[config.mk]
export PLATFORM = sky130hd
export DESIGN_NAME = mem_subsys_top
export DESIGN_NICKNAME = d
export VERILOG_FILES = /design/src/design/mem_pkg.sv /design/src/design/lsu_align.sv /design/src/design/bus_arbiter.sv /design/src/design/axi4_master.sv /design/src/design/mem_subsys_top.sv
export SDC_FILE = /design/constraint.sdc
export NUM_CORES = 1
export LEC_CHECK = 0
export BUFFER_PORTS_ARGS = -buffer_cell sky130_fd_sc_hd__buf_4
export CAP_MARGIN = 20
export CELL_PAD_IN_SITES_DETAIL_PLACEMENT = 0
export CELL_PAD_IN_SITES_GLOBAL_PLACEMENT = 1
export CORE_AREA = 3 3 121 170
export CTS_CLUSTER_SIZE = 28
export DETAILED_ROUTE_END_ITERATION = 8
export DIE_AREA = 0 0 124 173
export PLACE_DENSITY_LB_ADDON = 0.1
export SYNTH_ARGS = -nofsm -noshare
export SYNTH_HDL_FRONTEND = slang
export SYNTH_SLANG_ARGS = --single-unit
[constraint.sdc]
create_clock -name clk -period 7.9 [get_ports clk]
set_input_delay 0.395 -clock clk [delete_from_list [all_inputs] [get_ports clk]]
set_output_delay 0.395 -clock clk [all_outputs]
set_load 0.05 [all_outputs]
[src/design/mem_pkg.sv]
`default_nettype none

package mem_pkg;

  typedef logic [31:0] addr_t;    // byte address
  typedef logic [31:0] word_t;
  typedef logic [3:0]  strb_t;    // one bit per byte lane
  typedef logic [3:0]  axi_id_t;

  // load/store operations as issued by the core
  typedef enum logic [2:0] {
    LB,
    LH,
    LW,
    LBU,
    LHU,
    SB,
    SH,
    SW
  } mem_op_e;

  // word-aligned request between aligner, arbiter and AXI master
  typedef struct packed {
    addr_t addr;
    logic  write;
    word_t wdata;
    strb_t wstrb;
  } mem_req_t;

  typedef struct packed {
    word_t rdata;
    logic  err;
  } mem_rsp_t;

  // AXI4 channel payloads, sideband signals left out
  typedef struct packed {
    addr_t      addr;
    axi_id_t    id;
    logic [7:0] len;
    logic [2:0] size;
    logic [1:0] burst;
  } axi_ar_t;

  typedef struct packed {
    addr_t      addr;
    axi_id_t    id;
    logic [7:0] len;
    logic [2:0] size;
    logic [1:0] burst;
  } axi_aw_t;

  typedef struct packed {
    word_t data;
    strb_t strb;
    logic  last;
  } axi_w_t;

  typedef struct packed {
    word_t      data;
    logic [1:0] resp;
    logic       last;
    axi_id_t    id;
  } axi_r_t;

  typedef struct packed {
    logic [1:0] resp;
    axi_id_t    id;
  } axi_b_t;

  localparam logic [1:0] AXI_RESP_OKAY = 2'b00;

endpackage

`default_nettype wire

[src/design/lsu_align.sv]
`timescale 1ns/1ns
`default_nettype none

module lsu_align (
  input  logic              clk,
  input  logic              arst_n_i,
  input  logic              lsu_valid_i,
  input  mem_pkg::mem_op_e  lsu_op_i,
  input  mem_pkg::addr_t    lsu_addr_i,
  input  mem_pkg::word_t    lsu_wdata_i,
  output logic              lsu_done_o,
  output mem_pkg::word_t    lsu_rdata_o,
  output logic              lsu_err_o,
  output logic              req_valid_o,
  output mem_pkg::mem_req_t req_o,
  input  logic              rsp_done_i,
  input  mem_pkg::mem_rsp_t rsp_i
);

  logic           misaligned;
  logic           is_store;
  logic           mis_done_q;  // misaligned access answered locally
  mem_pkg::strb_t wstrb;
  mem_pkg::word_t lane_word;
  mem_pkg::word_t load_data;

  // halves need bit 0 clear, words need both low bits clear
  always_comb begin
    case (lsu_op_i)
      mem_pkg::LH, mem_pkg::LHU, mem_pkg::SH: misaligned = lsu_addr_i[0];
      mem_pkg::LW, mem_pkg::SW:               misaligned = |lsu_addr_i[1:0];
      default:                                misaligned = 1'b0;
    endcase
  end

  assign is_store = lsu_op_i inside {mem_pkg::SB, mem_pkg::SH, mem_pkg::SW};

  always_comb begin
    case (lsu_op_i)
      mem_pkg::SB: wstrb = 4'b0001 << lsu_addr_i[1:0];
      mem_pkg::SH: wstrb = 4'b0011 << {lsu_addr_i[1], 1'b0};
      mem_pkg::SW: wstrb = 4'b1111;
      default:     wstrb = 4'b0000;  // loads
    endcase
  end

  assign req_valid_o = lsu_valid_i & ~misaligned;
  assign req_o.addr  = {lsu_addr_i[31:2], 2'b00};
  assign req_o.write = is_store;
  assign req_o.wdata = lsu_wdata_i << {lsu_addr_i[1:0], 3'b000};  // into byte lane
  assign req_o.wstrb = wstrb;

  // addressed byte or half moved down to bit 0
  assign lane_word = rsp_i.rdata >> {lsu_addr_i[1:0], 3'b000};

  always_comb begin
    case (lsu_op_i)
      mem_pkg::LB:  load_data = {{24{lane_word[7]}}, lane_word[7:0]};
      mem_pkg::LBU: load_data = {24'b0, lane_word[7:0]};
      mem_pkg::LH:  load_data = {{16{lane_word[15]}}, lane_word[15:0]};
      mem_pkg::LHU: load_data = {16'b0, lane_word[15:0]};
      mem_pkg::LW:  load_data = rsp_i.rdata;
      default:      load_data = '0;  // stores return nothing
    endcase
  end

  // one-cycle reply, blocked while the held request is being answered
  always_ff @(posedge clk or negedge arst_n_i) begin
    if (!arst_n_i) begin
      mis_done_q <= 1'b0;
    end else begin
      mis_done_q <= lsu_valid_i & misaligned & ~mis_done_q;
    end
  end

  assign lsu_done_o  = mis_done_q | rsp_done_i;
  assign lsu_err_o   = mis_done_q | (rsp_done_i & rsp_i.err);
  assign lsu_rdata_o = mis_done_q ? '0 : load_data;

endmodule

`default_nettype wire

[src/design/bus_arbiter.sv]
`timescale 1ns/1ns
`default_nettype none

module bus_arbiter (
  input  logic              clk,
  input  logic              arst_n_i,
  input  logic              fetch_valid_i,
  input  mem_pkg::addr_t    fetch_addr_i,
  output logic              fetch_done_o,
  output mem_pkg::mem_rsp_t fetch_rsp_o,
  input  logic              data_valid_i,
  input  mem_pkg::mem_req_t data_req_i,
  output logic              data_done_o,
  output mem_pkg::mem_rsp_t data_rsp_o,
  output logic              bus_valid_o,
  output mem_pkg::mem_req_t bus_req_o,
  output logic              bus_is_data_o,
  input  logic              bus_done_i,
  input  mem_pkg::mem_rsp_t bus_rsp_i
);

  typedef enum logic [1:0] {
    OWN_NONE,
    OWN_FETCH,
    OWN_DATA
  } owner_e;

  owner_e            owner_q;
  logic              grant_data;
  logic              grant_fetch;
  logic              sel_data;
  mem_pkg::mem_req_t fetch_req;

  // fetch is always a full-word read
  assign fetch_req.addr  = {fetch_addr_i[31:2], 2'b00};
  assign fetch_req.write = 1'b0;
  assign fetch_req.wdata = '0;
  assign fetch_req.wstrb = '1;

  // data port wins when both ask in the same idle cycle
  assign grant_data  = (owner_q == OWN_NONE) & data_valid_i;
  assign grant_fetch = (owner_q == OWN_NONE) & ~data_valid_i & fetch_valid_i;

  assign sel_data      = grant_data | (owner_q == OWN_DATA);
  assign bus_valid_o   = grant_data | grant_fetch;  // one cycle, master latches it
  assign bus_is_data_o = sel_data;
  assign bus_req_o     = sel_data ? data_req_i : fetch_req;

  always_ff @(posedge clk or negedge arst_n_i) begin
    if (!arst_n_i) begin
      owner_q <= OWN_NONE;
    end else begin
      case (owner_q)
        OWN_NONE: begin
          if (grant_data) owner_q <= OWN_DATA;
          else if (grant_fetch) owner_q <= OWN_FETCH;
        end
        default: begin
          if (bus_done_i) owner_q <= OWN_NONE;  // free again next cycle
        end
      endcase
    end
  end

  // response only goes back to whoever holds the bus
  assign data_done_o  = bus_done_i & (owner_q == OWN_DATA);
  assign fetch_done_o = bus_done_i & (owner_q == OWN_FETCH);
  assign data_rsp_o   = (owner_q == OWN_DATA) ? bus_rsp_i : '0;
  assign fetch_rsp_o  = (owner_q == OWN_FETCH) ? bus_rsp_i : '0;

endmodule

`default_nettype wire

[src/design/axi4_master.sv]
`timescale 1ns/1ns
`default_nettype none

module axi4_master #(
  parameter mem_pkg::axi_id_t FETCH_AXI_ID = 4'd0,
  parameter mem_pkg::axi_id_t DATA_AXI_ID  = 4'd1
) (
  input  logic              clk,
  input  logic              arst_n_i,
  input  logic              req_valid_i,
  input  mem_pkg::mem_req_t req_i,
  input  logic              req_is_data_i,
  output logic              done_o,
  output mem_pkg::mem_rsp_t rsp_o,
  // read address / data
  output mem_pkg::axi_ar_t  ar_o,
  output logic              ar_valid_o,
  input  logic              ar_ready_i,
  input  mem_pkg::axi_r_t   r_i,
  input  logic              r_valid_i,
  output logic              r_ready_o,
  // write address / data / response
  output mem_pkg::axi_aw_t  aw_o,
  output logic              aw_valid_o,
  input  logic              aw_ready_i,
  output mem_pkg::axi_w_t   w_o,
  output logic              w_valid_o,
  input  logic              w_ready_i,
  input  mem_pkg::axi_b_t   b_i,
  input  logic              b_valid_i,
  output logic              b_ready_o
);

  localparam logic [2:0] AXI_SIZE_4B = 3'd2;
  localparam logic [1:0] AXI_BURST_INCR = 2'b01;

  typedef enum logic [2:0] {
    IDLE,
    RD_ADDR,
    RD_DATA,
    WR_ADDR_DATA,
    WR_RESP
  } state_e;

  state_e            state_q;
  logic              aw_done_q;  // AW accepted, W may still be pending
  logic              w_done_q;
  logic              aw_fin;
  logic              w_fin;
  mem_pkg::mem_req_t req_q;      // request latched at start
  mem_pkg::axi_id_t  id_q;

  assign aw_fin = aw_done_q | (aw_valid_o & aw_ready_i);
  assign w_fin  = w_done_q | (w_valid_o & w_ready_i);

  always_ff @(posedge clk or negedge arst_n_i) begin
    if (!arst_n_i) begin
      state_q   <= IDLE;
      aw_done_q <= 1'b0;
      w_done_q  <= 1'b0;
    end else begin
      case (state_q)
        IDLE: begin
          if (req_valid_i) state_q <= req_i.write ? WR_ADDR_DATA : RD_ADDR;
        end
        RD_ADDR: begin
          if (ar_ready_i) state_q <= RD_DATA;
        end
        RD_DATA: begin
          if (r_valid_i) state_q <= IDLE;
        end
        WR_ADDR_DATA: begin
          // AW and W may complete in either order
          if (aw_fin && w_fin) begin
            state_q   <= WR_RESP;
            aw_done_q <= 1'b0;
            w_done_q  <= 1'b0;
          end else begin
            aw_done_q <= aw_fin;
            w_done_q  <= w_fin;
          end
        end
        WR_RESP: begin
          if (b_valid_i) state_q <= IDLE;
        end
        default: state_q <= IDLE;
      endcase
    end
  end

  always_ff @(posedge clk) begin
    if (state_q == IDLE && req_valid_i) begin
      req_q <= req_i;
      id_q  <= req_is_data_i ? DATA_AXI_ID : FETCH_AXI_ID;
    end
  end

  // single beat only
  assign ar_o.addr  = req_q.addr;
  assign ar_o.id    = id_q;
  assign ar_o.len   = 8'd0;
  assign ar_o.size  = AXI_SIZE_4B;
  assign ar_o.burst = AXI_BURST_INCR;

  assign aw_o.addr  = req_q.addr;
  assign aw_o.id    = id_q;
  assign aw_o.len   = 8'd0;
  assign aw_o.size  = AXI_SIZE_4B;
  assign aw_o.burst = AXI_BURST_INCR;

  assign w_o.data = req_q.wdata;
  assign w_o.strb = req_q.wstrb;
  assign w_o.last = 1'b1;

  assign ar_valid_o = (state_q == RD_ADDR);
  assign aw_valid_o = (state_q == WR_ADDR_DATA) & ~aw_done_q;
  assign w_valid_o  = (state_q == WR_ADDR_DATA) & ~w_done_q;
  assign r_ready_o  = (state_q == RD_DATA);
  assign b_ready_o  = (state_q == WR_RESP);

  // done in the same cycle as the R or B handshake
  assign done_o = (r_ready_o & r_valid_i) | (b_ready_o & b_valid_i);

  always_comb begin
    rsp_o = '0;
    if (state_q == RD_DATA) begin
      rsp_o.rdata = r_i.data;
      rsp_o.err   = (r_i.resp != mem_pkg::AXI_RESP_OKAY);
    end else if (state_q == WR_RESP) begin
      rsp_o.err = (b_i.resp != mem_pkg::AXI_RESP_OKAY);  // SLVERR or DECERR
    end
  end

endmodule

`default_nettype wire

[src/design/mem_subsys_top.sv]
`timescale 1ns/1ns
`default_nettype none

module mem_subsys_top #(
  parameter mem_pkg::axi_id_t FETCH_AXI_ID = 4'd0,
  parameter mem_pkg::axi_id_t DATA_AXI_ID  = 4'd1
) (
  input  logic               clk,
  input  logic               arst_n_i,
  // instruction fetch port
  input  logic               fetch_valid_i,
  input  mem_pkg::addr_t     fetch_addr_i,
  output logic               fetch_done_o,
  output mem_pkg::mem_rsp_t  fetch_rsp_o,
  // load/store port
  input  logic               lsu_valid_i,
  input  mem_pkg::mem_op_e   lsu_op_i,
  input  mem_pkg::addr_t     lsu_addr_i,
  input  mem_pkg::word_t     lsu_wdata_i,
  output logic               lsu_done_o,
  output mem_pkg::word_t     lsu_rdata_o,
  output logic               lsu_err_o,
  // AXI4 master
  output mem_pkg::axi_ar_t   ar_o,
  output logic               ar_valid_o,
  input  logic               ar_ready_i,
  input  mem_pkg::axi_r_t    r_i,
  input  logic               r_valid_i,
  output logic               r_ready_o,
  output mem_pkg::axi_aw_t   aw_o,
  output logic               aw_valid_o,
  input  logic               aw_ready_i,
  output mem_pkg::axi_w_t    w_o,
  output logic               w_valid_o,
  input  logic               w_ready_i,
  input  mem_pkg::axi_b_t    b_i,
  input  logic               b_valid_i,
  output logic               b_ready_o
);

  // aligner <-> arbiter
  mem_pkg::mem_req_t data_req;
  logic              data_req_valid;
  mem_pkg::mem_rsp_t data_rsp;
  logic              data_done;

  // arbiter <-> AXI master
  mem_pkg::mem_req_t bus_req;
  logic              bus_valid;
  logic              bus_is_data;
  mem_pkg::mem_rsp_t bus_rsp;
  logic              bus_done;

  lsu_align i_lsu_align (
    .clk         (clk),
    .arst_n_i    (arst_n_i),
    .lsu_valid_i (lsu_valid_i),
    .lsu_op_i    (lsu_op_i),
    .lsu_addr_i  (lsu_addr_i),
    .lsu_wdata_i (lsu_wdata_i),
    .lsu_done_o  (lsu_done_o),
    .lsu_rdata_o (lsu_rdata_o),
    .lsu_err_o   (lsu_err_o),
    .req_valid_o (data_req_valid),
    .req_o       (data_req),
    .rsp_done_i  (data_done),
    .rsp_i       (data_rsp)
  );

  bus_arbiter i_bus_arbiter (
    .clk           (clk),
    .arst_n_i      (arst_n_i),
    .fetch_valid_i (fetch_valid_i),
    .fetch_addr_i  (fetch_addr_i),
    .fetch_done_o  (fetch_done_o),
    .fetch_rsp_o   (fetch_rsp_o),
    .data_valid_i  (data_req_valid),
    .data_req_i    (data_req),
    .data_done_o   (data_done),
    .data_rsp_o    (data_rsp),
    .bus_valid_o   (bus_valid),
    .bus_req_o     (bus_req),
    .bus_is_data_o (bus_is_data),
    .bus_done_i    (bus_done),
    .bus_rsp_i     (bus_rsp)
  );

  axi4_master #(
    .FETCH_AXI_ID (FETCH_AXI_ID),
    .DATA_AXI_ID  (DATA_AXI_ID)
  ) i_axi4_master (
    .clk           (clk),
    .arst_n_i      (arst_n_i),
    .req_valid_i   (bus_valid),
    .req_i         (bus_req),
    .req_is_data_i (bus_is_data),
    .done_o        (bus_done),
    .rsp_o         (bus_rsp),
    .ar_o          (ar_o),
    .ar_valid_o    (ar_valid_o),
    .ar_ready_i    (ar_ready_i),
    .r_i           (r_i),
    .r_valid_i     (r_valid_i),
    .r_ready_o     (r_ready_o),
    .aw_o          (aw_o),
    .aw_valid_o    (aw_valid_o),
    .aw_ready_i    (aw_ready_i),
    .w_o           (w_o),
    .w_valid_o     (w_valid_o),
    .w_ready_i     (w_ready_i),
    .b_i           (b_i),
    .b_valid_i     (b_valid_i),
    .b_ready_o     (b_ready_o)
  );

endmodule

`default_nettype wire

==> results.md <==
* Die width at 124 µm
* Unrepaired setup endpoints after global routing: false
* Tmin final at 3.26 ns
* Power Dens Cells at 276 mW/mm²
* Routed length per instance at about 17 µm
* Vias per cell at 4.62
* Max VDD drop at about 0.11 mV
* Synthesis-to-layout area growth at 48.4%
* Core area at 0.0192 mm²
* Worst EP arrival at 2.86 ns
* Max clock buf depth at 2
* Setup WS post-layout at 4.64 ns
* Initial antenna violation count at 0
* Seq/Total Area, Yosys at between 40 and 50%
* Crit path capture type: output port
* Critical Setup Path Class: in2out
* Final period util at 41.3%
* Tot GR Track Use at roughly 16%
* Post-synth top area cell: edfxtp_1
* DRC violations left at 0
* CTS resizes at 0
* Die height at 173 µm
* #FFs+latches synth at 75
* Router iterations before antenna repair at 4
* Fillers at 1,948
* Share of the synthesized area in the top cell type at 38.9%
* Fraction of registers with async set/reset at 10.7%
* First-pass GRT wire length at between 20 and 30 mm
* Post-synth EDFFs at 67
* Hold-critical path endpoint: i_axi4_master.state_q[2]
* Row cnt at 60
* Fin nets at ~940
* Cell Area, Synth at 0.00517 mm²
* CTS Buf Count at 9
* # IOs at 361
* Final Hold Fails at 0
* Post-route clock skew at around 0.012 ns
* CP Launch Type: primary input
* Synth warnings at 0
* Post-DP HPWL at 14.0 mm
* Reg2Reg Setup Slack at 5.73 ns
* Place WS at 4.60 ns
* Largest net degree at the start of global routing at just under 70
* Diode count at 0
* CTS H-tree depth at 3
* Vias in the first global route at 4,888
* Gpl congestion at about 0.84
* Final std cells w/o fill at a little over 1,000
* Leak at 3.61 nW
* Netlist cell types at 53
* Post-Route WL at 18.1 mm
* Die area at 0.0215 mm²
* RR Endpoint: i_axi4_master.w_o[6]
* Initial drt markers at 217
* Final Max Slew Viols at 0
* Max FO, Critical Path at 48
* Initial Util at 26.9%
* Worst hold path type: in2reg
* HP Start: b_valid_i
* Synth top area cells: edfxtp_1 39%, buf_4 10%, mux2_2 6.3%, mux2i_1 4.1%, and2_1 4.0%
* Worst-margin pin slew at 0.965 ns
* Clock transition at path regs at 0.06 ns
* Top_reg_cell synth: edfxtp_1
* Placed cells at 1,019
* CTS root buffer: clkbuf_16
* F_max at 307 MHz
* Clock Sinks at 75
* Critical path data required time at 7.51 ns
* Total negative slack at 0 ns
* Final antenna-violating net count at 0
* Worst relative slew slack at 35.4%
* MaxCap Viol Count at 0
* Share of layout cells above drive strength 1 at 47.1%
* Status: finished clean
* Worst hold stages at 2
* Vias at 4,786
* Port Buf Inserts at about 310
* Syn Area/Cell at 9.92 µm²
* Mapped Cells at 521
* CTS tree: built
* R2R Path Start: i_bus_arbiter.owner_q[0]
* Depth of the most critical reg-to-reg path at 5
* Congestion Overflow GR at 0
* Clock Latency Late Sink at around 0.33 ns
* # setup viols final at 0
## registers in the layout, indices dropped and copies added, names as in the netlist
name                     count
i_bus_arbiter.owner_q        2
i_axi4_master.state_q        3
i_axi4_master.ar_o          30
i_axi4_master.id_q           1
i_axi4_master.aw_done_q      1
i_lsu_align.mis_done_q       1
i_axi4_master.w_o           36
i_axi4_master.w_done_q       1
## final cells by class
cell class / count / area (µm²) / share of cell area [%]
clock inverters: 6 / 87.6 / 1.14
repair buffers: 317 / 2380 / 31.1
clock buffers: 10 / 229 / 2.98
inverters: 13 / 48.8 / 0.636
flip-flops and latches: 75 / 2210 / 28.8
multi-input cells: 367 / 2400 / 31.3
well taps: 248 / 310 / 4.05
## report_power, final
part           internal, W  total [W]  leakage (nW)  switching, W
Clock             0.000277   0.000438         0.157      0.000161
Sequential        0.000550   0.000604         0.712     0.0000539
Combinational     0.000333    0.00107          2.74      0.000740
Total              0.00116    0.00212          3.61      0.000955
## through the flow
stage	hold slack (ns)	util (%)	instance area (µm²)	power [W]
detailed placement	0.232	38.2	7340	0.00170
floorplan	0.0994	-	5310	0.00142
global placement	0.227	38.2	7340	0.00169
global route	0.267	39.9	7670	0.00223
finish	0.281	39.9	7670	0.00212
CTS	0.262	39.9	7670	0.00215
## how the worst max path moves through the flow
stage / startpoint / endpoint / cells past startpoint
after global placement: lsu_addr_i[1] / lsu_rdata_o[25] / 8
after global routing: lsu_addr_i[1] / lsu_rdata_o[24] / 8
after floorplan: lsu_addr_i[0] / i_axi4_master.ar_o[19] / 6
after detailed placement: lsu_addr_i[1] / lsu_rdata_o[25] / 8
final: lsu_addr_i[1] / lsu_rdata_o[25] / 8
after CTS: lsu_addr_i[1] / lsu_rdata_o[25] / 8
## worst max-delay path, stage by stage
cell and delay, ns:
buf_4 0.42, nor2b_2 0.89, o2bb2ai_1 0.21, mux2i_1 0.11
nor4_2 0.22, buf_4 0.26, a21o_1 0.11, buf_4 0.19
## routing by layer
layer	vias up	track usage (%)	share of wire (%)
met2	238	30.1	54
met1	2225	16.5	35
met3	14	4.42	9.4
li1	2309	-	-
met4	0	4.43	1.6
met5	-	0	0
## Yosys cell counts (6+ instances only)
| cell | instances |
|---|---|
| nor2b_1 | 15 |
| clkbuf_1 | 16 |
| a21oi_1 | 23 |
| and2_1 | 33 |
| edfxtp_1 | 67 |
| o21ai_0 | 12 |
| nand2_1 | 35 |
| a22oi_1 | 13 |
| nor3_1 | 9 |
| buf_4 | 71 |
| and3_1 | 11 |
| mux2i_1 | 21 |
| inv_1 | 12 |
| nor2_1 | 36 |
| a211oi_1 | 19 |
| a21o_1 | 16 |
| dfrtp_1 | 8 |
| o211ai_1 | 6 |
| mux2_2 | 29 |
| buf_2 | 8 |
| buf_1 | 6 |
| nand3_1 | 6 |
## cells by family (layout without fill, tap and decap cells)
| group | Yosys count | count (layout) | share of synthesized area, % |
|---|---|---|---|
| AND/OR/NAND/NOR | 156 | 156 | 15.4 |
| AO/OA/AOI/OAI | 118 | 118 | 15.9 |
| buffers and inverters | 114 | 346 | 13.6 |
| flip-flops | 75 | 75 | 42.8 |
| multiplexers | 55 | 55 | 11.9 |
| other | 2 | 37 | 0.145 |
| XOR/XNOR | 1 | 1 | 0.169 |
## what timing repair did
| item | CTS | global route |
|---|---|---|
| buffers inserted | 0 | 0 |
| endpoints found under the hold margin | 8 | 0 |
| hold buffers | 1 | 0 |
## layout by cell type, fill, tap and decap left out, drive strengths merged, types with 11 or more instances in the layout
master / instances
a211oi: 19
a21o: 16
a21oi: 23
a22oi: 13
and2: 33
and3: 11
buf: 316
conb: 37
edfxtp: 67
inv: 14
mux2: 32
mux2i: 21
nand2: 35
nor2: 36
nor2b: 15
o21ai: 13
No activity file was read; power rests on OpenSTA's default activity.
